--- config.mk ---
export PLATFORM = sky130hd
export DESIGN_NAME = linkTop
export DESIGN_NICKNAME = d
export VERILOG_FILES = /design/src/bufferPkg.sv /design/src/linkPkg.sv /design/src/circularBuffer.sv /design/src/linkChannel.sv /design/src/creditSender.sv /design/src/linkTop.sv
export SDC_FILE = /design/constraint.sdc
export NUM_CORES = 1
export LEC_CHECK = 0
export BUFFER_PORTS_ARGS = -buffer_cell sky130_fd_sc_hd__buf_2
export CORE_MARGIN = 3
export CORE_UTILIZATION = 38
export CTS_CLUSTER_DIAMETER = 150
export DETAILED_ROUTE_END_ITERATION = 10
export GPL_TIMING_DRIVEN = 0
export PLACE_DENSITY = 0.52
export SLEW_MARGIN = 25
export SYNTH_ARGS = -nofsm -noshare
export SYNTH_HDL_FRONTEND = slang
export SYNTH_HIERARCHICAL = 1
export SYNTH_SLANG_ARGS = --single-unit
export TNS_END_PERCENT = 1
--- constraint.sdc ---
create_clock -name clock -period 3.5 [get_ports clock]
set_input_delay 0 -clock clock [delete_from_list [all_inputs] [get_ports clock]]
set_output_delay 0 -clock clock [all_outputs]
set_load 0.02 [all_outputs]
--- src/bufferPkg.sv ---
//------------------------------
// Receive buffer geometry
// Word width and count widths
//------------------------------
`default_nettype none

package bufferPkg;

  //------------------------------
  // Buffer sizing
  //------------------------------
  localparam int bufferLog2  = 3;                    // Log2 of slot count
  localparam int bufferDepth = 1 << bufferLog2;      // Slots and initial credits
  localparam int wordWidth   = 8;                    // Bits per data word
  localparam int countWidth  = bufferLog2 + 1;       // Holds 0 to bufferDepth

endpackage : bufferPkg

`default_nettype wire

--- src/linkPkg.sv ---
//------------------------------
// Link command and sender state types
// Channel latency
//------------------------------
`default_nettype none

package linkPkg;

  localparam int linkLatency = 2;                    // Stages per channel direction

  //------------------------------
  // Producer commands
  //------------------------------
  typedef enum logic [1:0] {
    opIdle  = 2'd0,                                  // No action
    opPush  = 2'd1,                                  // Send one word
    opClear = 2'd2                                   // Flush link and buffer
  } linkOp;

  //------------------------------
  // Sender FSM
  //------------------------------
  typedef enum logic [1:0] {
    stateReset  = 2'd0,                              // Credits still zero
    stateActive = 2'd1,                              // Normal operation
    stateFlush  = 2'd2                               // Clearing link
  } senderState;

endpackage : linkPkg

`default_nettype wire

--- src/circularBuffer.sv ---
//------------------------------
// Receive FIFO on a circular store
// Clear, push, pop and occupancy counts
//------------------------------
`timescale 1ns/1ps
`default_nettype none

module circularBuffer
  import bufferPkg::*;
(
  input  logic                  clock,
  input  logic                  reset,
  input  logic                  clear,           // Empty the store
  input  logic                  inEnable,        // Write request
  input  logic [wordWidth-1:0]  in,              // Incoming word
  input  logic                  pop,             // Read request
  output logic [wordWidth-1:0]  out,             // Last popped word
  output logic                  popDone,         // A pop took effect this cycle
  output logic [countWidth-1:0] inRemainder,     // Free slots
  output logic [countWidth-1:0] outRemainder     // Words readable
);

  logic [wordWidth-1:0]  store [bufferDepth];    // Word slots
  logic [bufferLog2-1:0] readPos;                // Oldest word
  logic [bufferLog2-1:0] writePos;               // Next free slot
  logic [countWidth-1:0] fillCount;              // Words held
  logic                  full;
  logic                  empty;
  logic                  doWrite;
  logic                  doRead;

  //------------------------------
  // Occupancy
  //------------------------------
  assign full         = (fillCount == countWidth'(bufferDepth));
  assign empty        = (fillCount == '0);
  assign doWrite      = inEnable && !full && !clear;   // Counter makes every slot usable
  assign doRead       = pop && !empty && !clear;
  assign popDone      = doRead;                        // Drives credit return
  assign outRemainder = fillCount;
  assign inRemainder  = countWidth'(bufferDepth) - fillCount;

  //------------------------------
  // Pointers and fill count
  //------------------------------
  always_ff @(posedge clock) begin
    if (reset || clear) begin
      readPos   <= '0;                           // Drop everything
      writePos  <= '0;
      fillCount <= '0;
    end else begin
      if (doWrite) writePos <= writePos + 1'b1;   // Wraps at depth
      if (doRead)  readPos  <= readPos + 1'b1;
      case ({doWrite, doRead})
        2'b10:   fillCount <= fillCount + 1'b1;
        2'b01:   fillCount <= fillCount - 1'b1;
        default: fillCount <= fillCount;         // Both or neither
      endcase
    end
  end

  // Slot storage
  always_ff @(posedge clock) begin
    if (doWrite) store[writePos] <= in;
  end

  // Output word holds until the next pop
  always_ff @(posedge clock) begin
    if (reset) begin
      out <= '0;
    end else if (doRead) begin
      out <= store[readPos];
    end
  end

endmodule : circularBuffer

`default_nettype wire

--- src/linkChannel.sv ---
//------------------------------
// Fixed-latency wire model
// Forward data and reverse credits
//------------------------------
`timescale 1ns/1ps
`default_nettype none

module linkChannel
  import bufferPkg::*;
  import linkPkg::*;
(
  input  logic                 clock,
  input  logic                 reset,
  input  logic                 clear,            // Drop all in-flight items
  input  logic                 sendValid,        // Word entering the wire
  input  logic [wordWidth-1:0] sendData,
  output logic                 recvValid,        // Word leaving the wire
  output logic [wordWidth-1:0] recvData,
  input  logic                 creditIn,         // Credit pulse from receiver
  output logic                 creditOut         // Credit pulse at sender
);

  logic                 validPipe  [linkLatency];  // Forward valid stages
  logic [wordWidth-1:0] dataPipe   [linkLatency];  // Forward payload stages
  logic                 creditPipe [linkLatency];  // Reverse pulse stages

  //------------------------------
  // Control stages
  //------------------------------
  always_ff @(posedge clock) begin
    if (reset || clear) begin
      for (int i = 0; i < linkLatency; i++) begin
        validPipe[i]  <= 1'b0;
        creditPipe[i] <= 1'b0;
      end
    end else begin
      validPipe[0]  <= sendValid;                // Stage 1 takes the launch
      creditPipe[0] <= creditIn;
      for (int i = 1; i < linkLatency; i++) begin
        validPipe[i]  <= validPipe[i-1];         // Several items in flight
        creditPipe[i] <= creditPipe[i-1];
      end
    end
  end

  // Payload follows its valid bit
  always_ff @(posedge clock) begin
    dataPipe[0] <= sendData;
    for (int i = 1; i < linkLatency; i++) dataPipe[i] <= dataPipe[i-1];
  end

  assign recvValid = validPipe[linkLatency-1];
  assign recvData  = dataPipe[linkLatency-1];
  assign creditOut = creditPipe[linkLatency-1];

endmodule : linkChannel

`default_nettype wire

--- src/creditSender.sv ---
//------------------------------
// Producer command decoder
// Credit counter and flush FSM
//------------------------------
`timescale 1ns/1ps
`default_nettype none

module creditSender
  import bufferPkg::*;
  import linkPkg::*;
(
  input  logic                  clock,
  input  logic                  reset,
  input  linkOp                 op,              // Producer command
  input  logic [wordWidth-1:0]  data,            // Word to push
  input  logic                  creditReturn,    // Pulse from channel
  output logic                  sendValid,       // Launch into channel
  output logic [wordWidth-1:0]  sendData,
  output logic                  clear,           // Flush channel and buffer
  output logic [countWidth-1:0] credits          // Send credits held
);

  senderState                       state;
  logic [$clog2(linkLatency):0]     flushCount;  // Flush cycles left
  logic                             accept;

  //------------------------------
  // Push decode
  //------------------------------
  assign accept    = (state == stateActive) && (op == opPush) && (credits != '0);
  assign sendValid = accept;                     // Captured by channel stage 1
  assign sendData  = data;
  assign clear     = (state == stateFlush);

  //------------------------------
  // FSM and credit counter
  //------------------------------
  always_ff @(posedge clock) begin
    if (reset) begin
      state      <= stateReset;
      credits    <= '0;                          // No credits until active
      flushCount <= '0;
    end else begin
      case (state)
        stateReset: begin
          state   <= stateActive;
          credits <= countWidth'(bufferDepth);   // One per buffer slot
        end
        stateActive: begin
          if (op == opClear) begin
            state      <= stateFlush;
            flushCount <= ($clog2(linkLatency) + 1)'(linkLatency - 1);
          end else begin
            case ({accept, creditReturn})
              2'b10:   credits <= credits - 1'b1;  // Spend on push
              2'b01:   credits <= credits + 1'b1;  // Refund on pop
              default: credits <= credits;         // Push and refund cancel
            endcase
          end
        end
        stateFlush: begin
          if (flushCount == '0) begin
            state   <= stateActive;
            credits <= countWidth'(bufferDepth);   // Link and buffer now empty
          end else begin
            flushCount <= flushCount - 1'b1;
          end
        end
        default: state <= stateReset;
      endcase
    end
  end

endmodule : creditSender

`default_nettype wire

--- src/linkTop.sv ---
//------------------------------
// Credit link top level
// Sender, channel and receive buffer
//------------------------------
`timescale 1ns/1ps
`default_nettype none

module linkTop
  import bufferPkg::*;
  import linkPkg::*;
(
  input  logic                  clock,
  input  logic                  reset,
  input  linkOp                 op,              // Producer command
  input  logic [wordWidth-1:0]  data,            // Producer word
  input  logic                  pop,             // Consumer remove request
  output logic [countWidth-1:0] credits,         // Send credits available
  output logic [wordWidth-1:0]  out,             // Last popped word
  output logic [countWidth-1:0] inRemainder,     // Free slots
  output logic [countWidth-1:0] outRemainder     // Words readable
);

  //------------------------------
  // Internal wires
  //------------------------------
  logic                 sendValid;
  logic [wordWidth-1:0] sendData;
  logic                 recvValid;
  logic [wordWidth-1:0] recvData;
  logic                 clear;
  logic                 popDone;                 // Credit launched back
  logic                 creditOut;               // Credit arriving at sender

  creditSender sender_i (
    .clock        (clock),
    .reset        (reset),
    .op           (op),
    .data         (data),
    .creditReturn (creditOut),
    .sendValid    (sendValid),
    .sendData     (sendData),
    .clear        (clear),
    .credits      (credits)
  );

  linkChannel channel_i (
    .clock     (clock),
    .reset     (reset),
    .clear     (clear),
    .sendValid (sendValid),
    .sendData  (sendData),
    .recvValid (recvValid),
    .recvData  (recvData),
    .creditIn  (popDone),
    .creditOut (creditOut)
  );

  circularBuffer buffer_i (
    .clock        (clock),
    .reset        (reset),
    .clear        (clear),
    .inEnable     (recvValid),                   // Credits guarantee room
    .in           (recvData),
    .pop          (pop),
    .out          (out),
    .popDone      (popDone),
    .inRemainder  (inRemainder),
    .outRemainder (outRemainder)
  );

endmodule : linkTop

`default_nettype wire

# --- After elaboration in Yosys (flattened, before gate mapping) ---
# Memory sizes are Yosys's and may differ from the RTL's. A register that Yosys moved wholly into a read port is not among the register bits.
# Index checks and enable logic that the tools add are counted.
op_classes:
  mul: 0
  n_eq_ne: 14
  reduce_logical: 20
  muxes: 20
  add_sub_neg: 8
  magnitude_cmp: 0
  n_div: 0
  bitwise_logic: 4
  shift: 0
ops:
  columns: ["cell", "count"]
  rows:
  - ["4-bit one-hot mux with 2 select lines", 2]
  - ["4-bit one-hot mux with 3 select lines", 1]
  - ["1-bit two-way mux", 9]
  - ["4-bit by 1-bit adder with 4-bit output, second input constant", 2]
  - ["2-bit by 1-bit == test with 1-bit output, second input constant", 4]
  - ["2-bit == test, second input constant", 4]
  - ["2-bit two-way mux", 4]
  - ["4-bit two-way mux", 2]
  - ["2-bit != test, second input constant", 4]
  - ["4-bit by 1-bit subtractor with 4-bit output, second input constant", 2]
  - ["3-bit by 1-bit adder with 3-bit output, second input constant", 2]
  - ["1-bit logical AND", 6]
  - ["2-bit one-hot mux with 3 select lines", 1]
  - ["4-bit == test, second input constant", 1]
  - ["2-bit zero test", 2]
  - ["4-bit zero test", 1]
  - ["1-bit OR", 4]
  - ["2-bit one-hot mux with 2 select lines", 1]
  - ["4-bit AND reduction", 1]
  - ["2-bit nonzero test", 2]
  - ["4-bit nonzero test", 1]
  - ["4-bit subtractor, first input constant", 1]
  - ["1-bit zero test", 3]
  - ["3-bit != test, second input constant", 1]
  - ["5 further kinds", 5]
totals:
  ff_bits: 18
  inputBits: 13
  wordCells: 76
  output_inout_bits: 20
  n_memories: 4
  ramBits: 84
  romBits: 0
  latch_bits: 0
memory_table:
  columns: ["memory", "depth", "word_bits", "read_ports", "rd_ports_with_merged_regs", "wr", "line", "text"]
  rows:
  - ["buffer_i.store", 8, 8, 1, 1, 1, "circularBuffer.sv:23", "logic [wordWidth-1:0] store [bufferDepth];"]
  - ["channel_i.dataPipe", 2, 8, 2, 0, 2, "linkChannel.sv:24", "logic [wordWidth-1:0] dataPipe [linkLatency];"]
  - ["channel_i.creditPipe", 2, 1, 2, 0, 2, "linkChannel.sv:25", "logic creditPipe [linkLatency];"]
  - ["channel_i.validPipe", 2, 1, 2, 0, 2, "linkChannel.sv:23", "logic validPipe [linkLatency];"]

# --- Logic depth before layout (Yosys ltp) ---
# Gate-level depths: netlist (run 1).
logic_depth:
  depth_word: 7
  mapped_depth: 14
  depth_no_buf: 11

# --- By module ---
# Netlist (run 1), hierarchy kept.
modules_own_cells:
  columns: ["module", "seq_area_each_um2", "cells_each", "area_per_inst_um2", "n_inst"]
  rows:
  - ["circularBuffer", 2282.2, 201, 3389.5, 1]
  - ["creditSender", 160.2, 75, 601.8, 1]
  - ["linkChannel", 400.4, 32, 490.5, 1]

# --- Worst setup path after synthesis (run 1) ---
# OpenSTA, ideal clock, no wires.
synth_timing:
  path_kind: "register -> register"
  from: "reg buffer_i.fillCount[1] (netlist: buffer_i/outRemainder[1])"
  to: "reg buffer_i.fillCount[2] (netlist: buffer_i/outRemainder[2])"
  setup_ps: 70
  n_path_buf: 3
  setup_slack_ps: 898
  synth_period_minus_slack_ps: 2602
  arrival_time_ps: 2531
  stages_incl_launch_ff: 15
  required_time_ps: 3430
  cell_sequence: "dfxtp_1 > buf_2 > inv_1 > ha_1 > nand2b_4 > o211a_1 > buf_6 > buf_6 > ha_1 > xor2_1 > ha_1 > a21oi_1 > xor2_1 > or3_1 > a21oi_1"
synth_between:
  elab_chain_cells: 6
  word_cells_on_any_way: 14
  classes_between: "add/sub: 2; eq/ne: 3; mux: 1; reduce/logical: 8"
synth_rtl:
  columns: ["item", "line", "text"]
  rows:
  - ["from (decl)", "circularBuffer.sv:26", "logic [countWidth-1:0] fillCount;"]
  - ["from (signal assigned)", "circularBuffer.sv:55", "2'b10: fillCount <= fillCount + 1'b1;"]
  - ["from (signal assigned)", "circularBuffer.sv:56", "2'b01: fillCount <= fillCount - 1'b1;"]
  - ["from (signal assigned)", "circularBuffer.sv:57", "default: fillCount <= fillCount;"]
  - ["4-bit zero test (*)", "circularBuffer.sv:36", "assign empty = (fillCount == '0);"]
  - ["1-bit zero test (*)", "circularBuffer.sv:38", "assign doRead = pop && !empty && !clear;"]
  - ["1-bit logical AND (*) (2 in a row)", "circularBuffer.sv:38", null]
  - ["net popDone", "linkTop.sv:31", "logic popDone;"]
  - ["2-bit by 1-bit == test with 1-bit output or 2-bit == test (tied branches)", "circularBuffer.sv:54", "case ({doWrite, doRead})"]
  - ["4-bit one-hot mux with 2 select lines or 2-bit nonzero test (tied branches)", null, null]
# Mark *: on every way through the listed nets, which the timed path passes. The rest lies on a longest branch.
# A chain may end at the register's enable or synchronous reset.

# --- Worst setup path after layout (run 1) ---
layout_timing:
  from: "reg sender_i.state[1]"
  to: "reg buffer_i.fillCount[2] (netlist: buffer_i/outRemainder[2])"
layout_between:
  elab_chain_cells: 5
  word_cells_on_any_way: 9
  classes_between: "eq/ne: 3; mux: 1; reduce/logical: 5"
layout_rtl:
  columns: ["item", "line", "text"]
  rows:
  - ["from (decl)", "creditSender.sv:23", "senderState state;"]
  - ["from (signal assigned)", "creditSender.sv:40", "state <= stateReset;"]
  - ["from (signal assigned)", "creditSender.sv:46", "state <= stateActive;"]
  - ["from (signal assigned)", "creditSender.sv:51", "state <= stateFlush;"]
  - ["2-bit == test (*)", "creditSender.sv:33", "assign clear = (state == stateFlush);"]
  - ["net clear", "linkTop.sv:30", "logic clear;"]
  - ["1-bit zero test (*)", "circularBuffer.sv:38", null]
  - ["1-bit logical AND (*)", "circularBuffer.sv:38", null]
  - ["net popDone", "linkTop.sv:31", null]
  - ["2-bit by 1-bit == test with 1-bit output or 2-bit == test (tied branches)", "circularBuffer.sv:54", null]
  - ["4-bit one-hot mux with 2 select lines or 2-bit nonzero test (tied branches)", null, null]
# Marks and branches as above.

==> reports/results.ini, run 1 <==
[worst_setup_path]
startpoint = sender_i/state[1]$_SDFFE_PP0P_
critical_path_class = register to register
slowest_delay_ns = 0.48
crit_path_start_kind = register
worstPathRequired_ns = 3.78
arrival_ns = 3.20
cp-end-kind = register
critPathBufInv = 3
crit_fanout = 12
cpMaxStageDelayCell = nor2b_1
critPathTopFamily = simple AND/OR/NAND/NOR gates
path_cells = nor2b_1, inv_1, o211a_1, buf_6, buf_6, ha_1, xor2_1, ha_1, a21oi_1, xor2_1, or3_1, a21oi_1
reg2reg_from = sender_i/state[1]$_SDFFE_PP0P_

[final_layout]
utilization_pct = 45.4
multi_input_area_mm2 = 0.00140
layout.area.seq_mm2 = 0.00284
drive_gt1_share_pct = 25.5
fin_area_mm2 = 0.00520
final_cells = 504
diodes = 0
nFillCells = 1017
syn_to_final_growth_pct = 16.1
finalNetCount = 379

[yosys]
synth_cell_types = 50
synth-edff-count = 64
synth_warnings = 6
ys_seq_area_share_pct = 63.4
yosysMostFrequentCell = edfxtp_1
yosys.area.top_type = edfxtp_1
synthTopCellsByCount = edfxtp_1 (64), dfxtp_1 (46), nor2_1 (27)
syn_avg_cell_area_um2 = 14.6
synth_nets = 331
ys_ff_latch = 110
ys_top_cells_by_area = edfxtp_1 (43%), dfxtp_1 (21%), mux4_2 (4.5%)
ys.flop_type = edfxtp_1
syn_area_mm2 = 0.00448
synthCells = 308
synth_top_area_share_pct = 42.9
async_flop_share_pct = 0

[sta]
rsz0062_at_grt = false
hold_ws_ns = 0.102
period_needed_ns = 2.92
fin_ws_ns = 0.577
setup-tns-final_ns = 0
fmax_mhz = 342
setup_viol = 0
finalCritPeriodShare_pct = 83.5
slew_viol_final = 0
worstMarginPinSlew_ns = 0.950
fin_skew_ns = 0.00946
relSlewSlack_pct = 36.4
hold_violations = 0

[grt]
grt_max_degree = 19
gr-total-overflow = 0
grt_first_pass_wirelength_um = 13200
grt_antenna_before_repair = 0
grt_pass1_vias = 2437
gr-usage-all-layers_pct = 13.6

[power_and_ir_drop]
vdd_drop_max_uv = 392
cellPowerDensity_mw_per_mm2 = 472
fin_total_pwr_mw = 2.46
power.leakage_nw = 1.88

[clocking]
postCtsSetupRepairBufs = 0
clock_latency_ns = 0.35
h-tree-depth = 3
clk_pin_slew_ns = 0.07
ctsResizeCount = 0
cts_buffers = 9
cts_sinks = 110
clk_path_buf_depth = 2
cts_tree = yes
cts-root-buf = clkbuf_16

[detailed_routing]
via_count = 2541
postRouteWirelength_um = 8290
drtPass1Iterations = 4
drt_iter0_drc = 115
vias_per_cell = 5.04
ant_nets = 0
drc_errors = 0
wl_per_cell_um = 16.5

[floorplan]
die_y_um = 115
rows = 39
die_width_um = 115
die-area_mm2 = 0.0131
core_area_mm2 = 0.0115
ios = 33
start_util_pct = 39.1

[min_path]
min_from = pop
hp-class = primary input to register

[place]
place_inst = 479
gp_congestion = 0.772
place_area_mm2 = 0.00483
port_buffers = 24
dp_slack_ns = 0.559
place_hpwl_um = 5520

[job]
maxCapViolations = 0

[outcome]
status = complete, no violations

flip-flops by register name (all words and copies together), names as in the netlist:
signal and flops:
sender_i/state 2, channel_i/validPipe 2, buffer_i/outRemainder 4, channel_i/dataPipe 16
buffer_i/readPos 3, sender_i/flushCount 2, channel_i/creditPipe 2, buffer_i/out 8
buffer_i/store 64, buffer_i/writePos 3, sender_i/credits 4
kinds of logic (layout without fill, tap and decap cells):
logic type / count (synthesis) / in the layout / share of synthesized area [%]
buf+inv: 40 / 93 / 5.97
fa+ha+maj: 10 / 10 / 2.96
compound gates: 34 / 34 / 5.05
xor+xnor: 9 / 9 / 1.76
mux: 28 / 28 / 11.4
simple gates: 77 / 77 / 9.44
flops: 110 / 110 / 63.4
cell type report:
cell class,instances,area share [%]
Timing Repair Buffer,37,4.57
Clock inverter,4,0.601
Tap cell,143,3.44
Clock buffer,12,4.74
Multi-Input combinational cell,158,26.9
Buffer,29,4.35
Inverter,11,0.793
Sequential cell,110,54.6
layout by cell type, fill, tap and decap left out, types with 9 or more instances in the layout:
master,n
a211oi_1,10
a21oi_1,11
buf_2,28
buf_4,21
clkbuf_16,9
dfxtp_1,46
dlygate4sd3_1,9
edfxtp_1,64
ha_1,9
inv_1,10
mux2i_1,11
mux4_2,9
nand2_1,10
nor2_1,26
worst reg2reg max path: cells and delay by family (launching register included):
kind,cells,cell delay [ns]
xor+xnor,2,0.26
fa+ha+maj,2,0.46
flops,1,0.41
simple gates,2,0.78
buf+inv,3,0.50
compound gates,3,0.45
worst paths after layout:
path,to,slack (ns),cells after the start
min reg2reg,channel_i/dataPipe[0][10]$_DFF_P_,0.33,0
min,buffer_i/readPos[0]$_SDFFE_PP0P_,0.10,4
max,buffer_i/outRemainder[2]$_SDFFE_PP0P_,0.58,12
max reg2reg,buffer_i/outRemainder[2]$_SDFFE_PP0P_,0.58,12
per-layer routing:
layer / vias up / part of all wire [%] / global-route usage [%]
li1: 1222 / - / -
met1: 1243 / 45 / 17.9
met2: 62 / 47 / 21.1
met3: 14 / 6.0 / 4.60
met4: 0 / 1.8 / 4.67
met5: - / 0 / 0
power by group:
| part | switching, mW | internal (mW) |
|---|---|---|
| logic | 0.0564 | 0.0518 |
| registers | 0.0100 | 1.38 |
| clock network | 0.448 | 0.508 |
| total | 0.514 | 1.94 |
timing repair:
item | 4_1_cts | 5_1_grt
endpoints found under the hold margin | 12 | 0
endpoints found under the setup margin | 0 | 0
hold buffers | 9 | 0
No activity file was read; power rests on OpenSTA's default activity.
==> run 2: changes to the inputs <==
ABC_AREA = 1   (was default)
PLACE_DENSITY = 0.53   (was 0.52)
clock period = 2.5 ns   (was 3.5 ns; I/O delays follow)
==> reports/results.ini, run 2 <==
[sta]
finalCritPeriodShare_pct = 91.5  ; was 83.5%
slew_viol_final = 0  ; unchanged
fmax_mhz = 437  ; was 342 MHz
setup_viol = 0  ; unchanged
fin_ws_ns = 0.213  ; was 0.577 ns
hold_violations = 0  ; unchanged
worstMarginPinSlew_ns = 0.750  ; was 0.950 ns
relSlewSlack_pct = 49.8  ; was 36.4%
fin_skew_ns = 0.00716  ; was 0.00946 ns
setup-tns-final_ns = 0  ; unchanged
period_needed_ns = 2.29  ; was 2.92 ns
rsz0062_at_grt = false  ; unchanged
hold_ws_ns = 0.0898  ; was 0.102 ns

[detailed_routing]
drtPass1Iterations = 4  ; unchanged
postRouteWirelength_um = 9530  ; was 8290 um
drc_errors = 0  ; unchanged
via_count = 3196  ; was 2541
ant_nets = 0  ; unchanged
drt_iter0_drc = 145  ; was 115
wl_per_cell_um = 13.2  ; was 16.5 um
vias_per_cell = 4.42  ; was 5.04

[yosys]
syn_avg_cell_area_um2 = 9.36  ; was 14.6 um2
synth_nets = 528  ; was 331
yosys.area.top_type = edfxtp_1  ; unchanged
synthTopCellsByCount = nand2_1 (119), inv_1 (81), edfxtp_1 (64)  ; was edfxtp_1 (64), dfxtp_1 (46), nor2_1 (27)
async_flop_share_pct = 0  ; unchanged
ys_ff_latch = 110  ; unchanged
syn_area_mm2 = 0.00473  ; was 0.00448 mm2
synth_warnings = 6  ; unchanged
ys_top_cells_by_area = edfxtp_1 (41%), dfxtp_1 (19%), nand2_1 (9.4%)  ; was edfxtp_1 (43%), dfxtp_1 (21%), mux4_2 (4.5%)
yosysMostFrequentCell = nand2_1  ; was edfxtp_1
synth_top_area_share_pct = 40.7  ; was 42.9%
synthCells = 505  ; was 308
ys_seq_area_share_pct = 60.1  ; was 63.4%
synth-edff-count = 64  ; unchanged
ys.flop_type = edfxtp_1  ; unchanged
synth_cell_types = 28  ; was 50

[clocking]
cts_tree = yes  ; unchanged
h-tree-depth = 3  ; unchanged
ctsResizeCount = 0  ; unchanged
clk_path_buf_depth = 2  ; unchanged
postCtsSetupRepairBufs = 0  ; unchanged
cts-root-buf = clkbuf_16  ; unchanged
clk_pin_slew_ns = 0.07  ; about the same
clock_latency_ns = 0.35  ; about the same
cts_buffers = 9  ; unchanged
cts_sinks = 110  ; unchanged

[final_layout]
finalNetCount = 573  ; was 379
final_cell_mix = nand2_1 (119), inv_1 (81), edfxtp_1 (64)  ; was edfxtp_1 (64), dfxtp_1 (46), buf_2 (28)
largest_reg_flops = 64  ; unchanged
top_register = buffer_i/store  ; unchanged
drive_gt1_share_pct = 15.9  ; was 25.5%
syn_to_final_growth_pct = 16.8  ; was 16.1%
mostFrequentLayoutCell = nand2_1  ; was edfxtp_1
diodes = 0  ; unchanged
reg_top3 = buffer_i/store: 64 flops, channel_i/dataPipe: 16 flops, buffer_i/out: 8 flops  ; unchanged
utilization_pct = 45.8  ; was 45.4%

[floorplan]
rows = 40  ; was 39
ios = 33  ; unchanged
core_area_mm2 = 0.0121  ; was 0.0115 mm2
die_width_um = 118  ; was 115 um
start_util_pct = 39.2  ; was 39.1%
die-area_mm2 = 0.0138  ; was 0.0131 mm2
die_y_um = 118  ; was 115 um

[power_and_ir_drop]
power.leakage_nw = 2.47  ; was 1.88 nW
vdd_drop_max_uv = 358  ; was 392 uV
cellPowerDensity_mw_per_mm2 = 996  ; was 472 mW/mm2

[grt]
grt_max_degree = 18  ; was 19
grt_first_pass_wirelength_um = 15300  ; was 13200 um
gr-total-overflow = 0  ; unchanged
grt_pass1_vias = 2938  ; was 2437
grt_antenna_before_repair = 0  ; unchanged
gr-usage-all-layers_pct = 14.3  ; was 13.6%

[worst_setup_path]
crit_path_start_kind = register  ; unchanged
worstPathRequired_ns = 2.48  ; was 3.78 ns
crit_fanout = 8  ; was 12
arrival_ns = 2.27  ; was 3.20 ns
critical_path_class = register to register  ; unchanged
cp-end-kind = register  ; unchanged

[min_path]
hp-class = primary input to register  ; unchanged

[place]
dp_slack_ns = 0.184  ; was 0.559 ns
gp_congestion = 0.819  ; was 0.772
place_hpwl_um = 6570  ; was 5520 um
port_buffers = 24  ; unchanged

[outcome]
status = complete, no violations  ; unchanged

[job]
maxCapViolations = 0  ; unchanged

run 2: cell types whose count changed in the layout (fill, tap and decap cells not counted), moves of 10 or more:
cell and delta:
nand2_1 +109, inv_1 +71, mux2i_1 -11, nand3_1 +56, nor2_1 +11, a211oi_1 -10
run 2: worst paths after layout:
kind / from / end / slack (ns) / cells after the start
worst min-delay path: op[0] / sender_i/state[1]$_SDFFE_PP0P_ / 0.09 / 6
worst max-delay path: buffer_i/outRemainder[0]$_SDFFE_PP0P_ / buffer_i/store[1][2]$_DFFE_PP_ / 0.21 / 9
worst min register to register: channel_i/dataPipe[0][1]$_DFF_P_ / channel_i/dataPipe[0][9]$_DFF_P_ / 0.33 / 0
worst max register to register: buffer_i/outRemainder[0]$_SDFFE_PP0P_ / buffer_i/store[1][2]$_DFFE_PP_ / 0.21 / 9
run 2: cells by family (layout without fill, tap and decap cells):
family / after synthesis / count (layout) / share of synthesized area, %
AND/OR/NAND/NOR: 229 / 229 / 21.0
buffers and inverters: 118 / 168 / 11.4
flip-flops: 110 / 110 / 60.1
AO/OA/AOI/OAI: 33 / 33 / 3.79
adder cells (fa/ha/maj): 10 / 10 / 2.81
XOR/XNOR: 5 / 5 / 0.926
run 2: critical path, cell delays in order, from the launching register on:
cell and delay (ns):
dfxtp_1 0.42, inv_1 0.09, ha_1 0.24, nand3_1 0.10, nand2_1 0.06, inv_2 0.07, nand2_4 0.07, inv_1 0.11
nand2_1 0.15, nor2_1 0.61
run 2: cell type report:
cell class / instances / area, um2
clock buffer: 10 / 229
multi-input combinational: 277 / 1350
fill: 1169 / 6540
tap: 168 / 210
sequential: 110 / 2840
buffer: 30 / 206
inverter: 88 / 330
timing repair buffer: 34 / 220
clock inverter: 6 / 134
run 2: through the flow:
stage               cell area [um2]  total power [mW]  cells
floorplan                      4730              3.35    505
global placement               5060              3.79    697
detailed placement             5060              3.81    697
CTS                            5520              5.56    723
global route                   5520              5.85    723
finish                         5520              5.50    723
run 2: routing by layer:
metal  global-route usage (%)  share of wire (%)
met1                     19.7                 48
met2                     22.0                 46
met3                     2.84                4.4
met4                     6.15                2.2
met5                        0                  0
run 2: what timing repair did:
| item | 4_1_cts | 5_1_grt |
|---|---|---|
| endpoints found under the setup margin | 0 | 0 |
| hold buffers | 10 | 0 |
| endpoints found under the hold margin | 12 | 0 |
run 2: power by group:
| part | internal, mW | switching (mW) | total [mW] |
|---|---|---|---|
| Combinational | 0.572 | 1.07 | 1.64 |
| Sequential | 2.04 | 0.0987 | 2.14 |
| Clock | 1.08 | 0.640 | 1.72 |
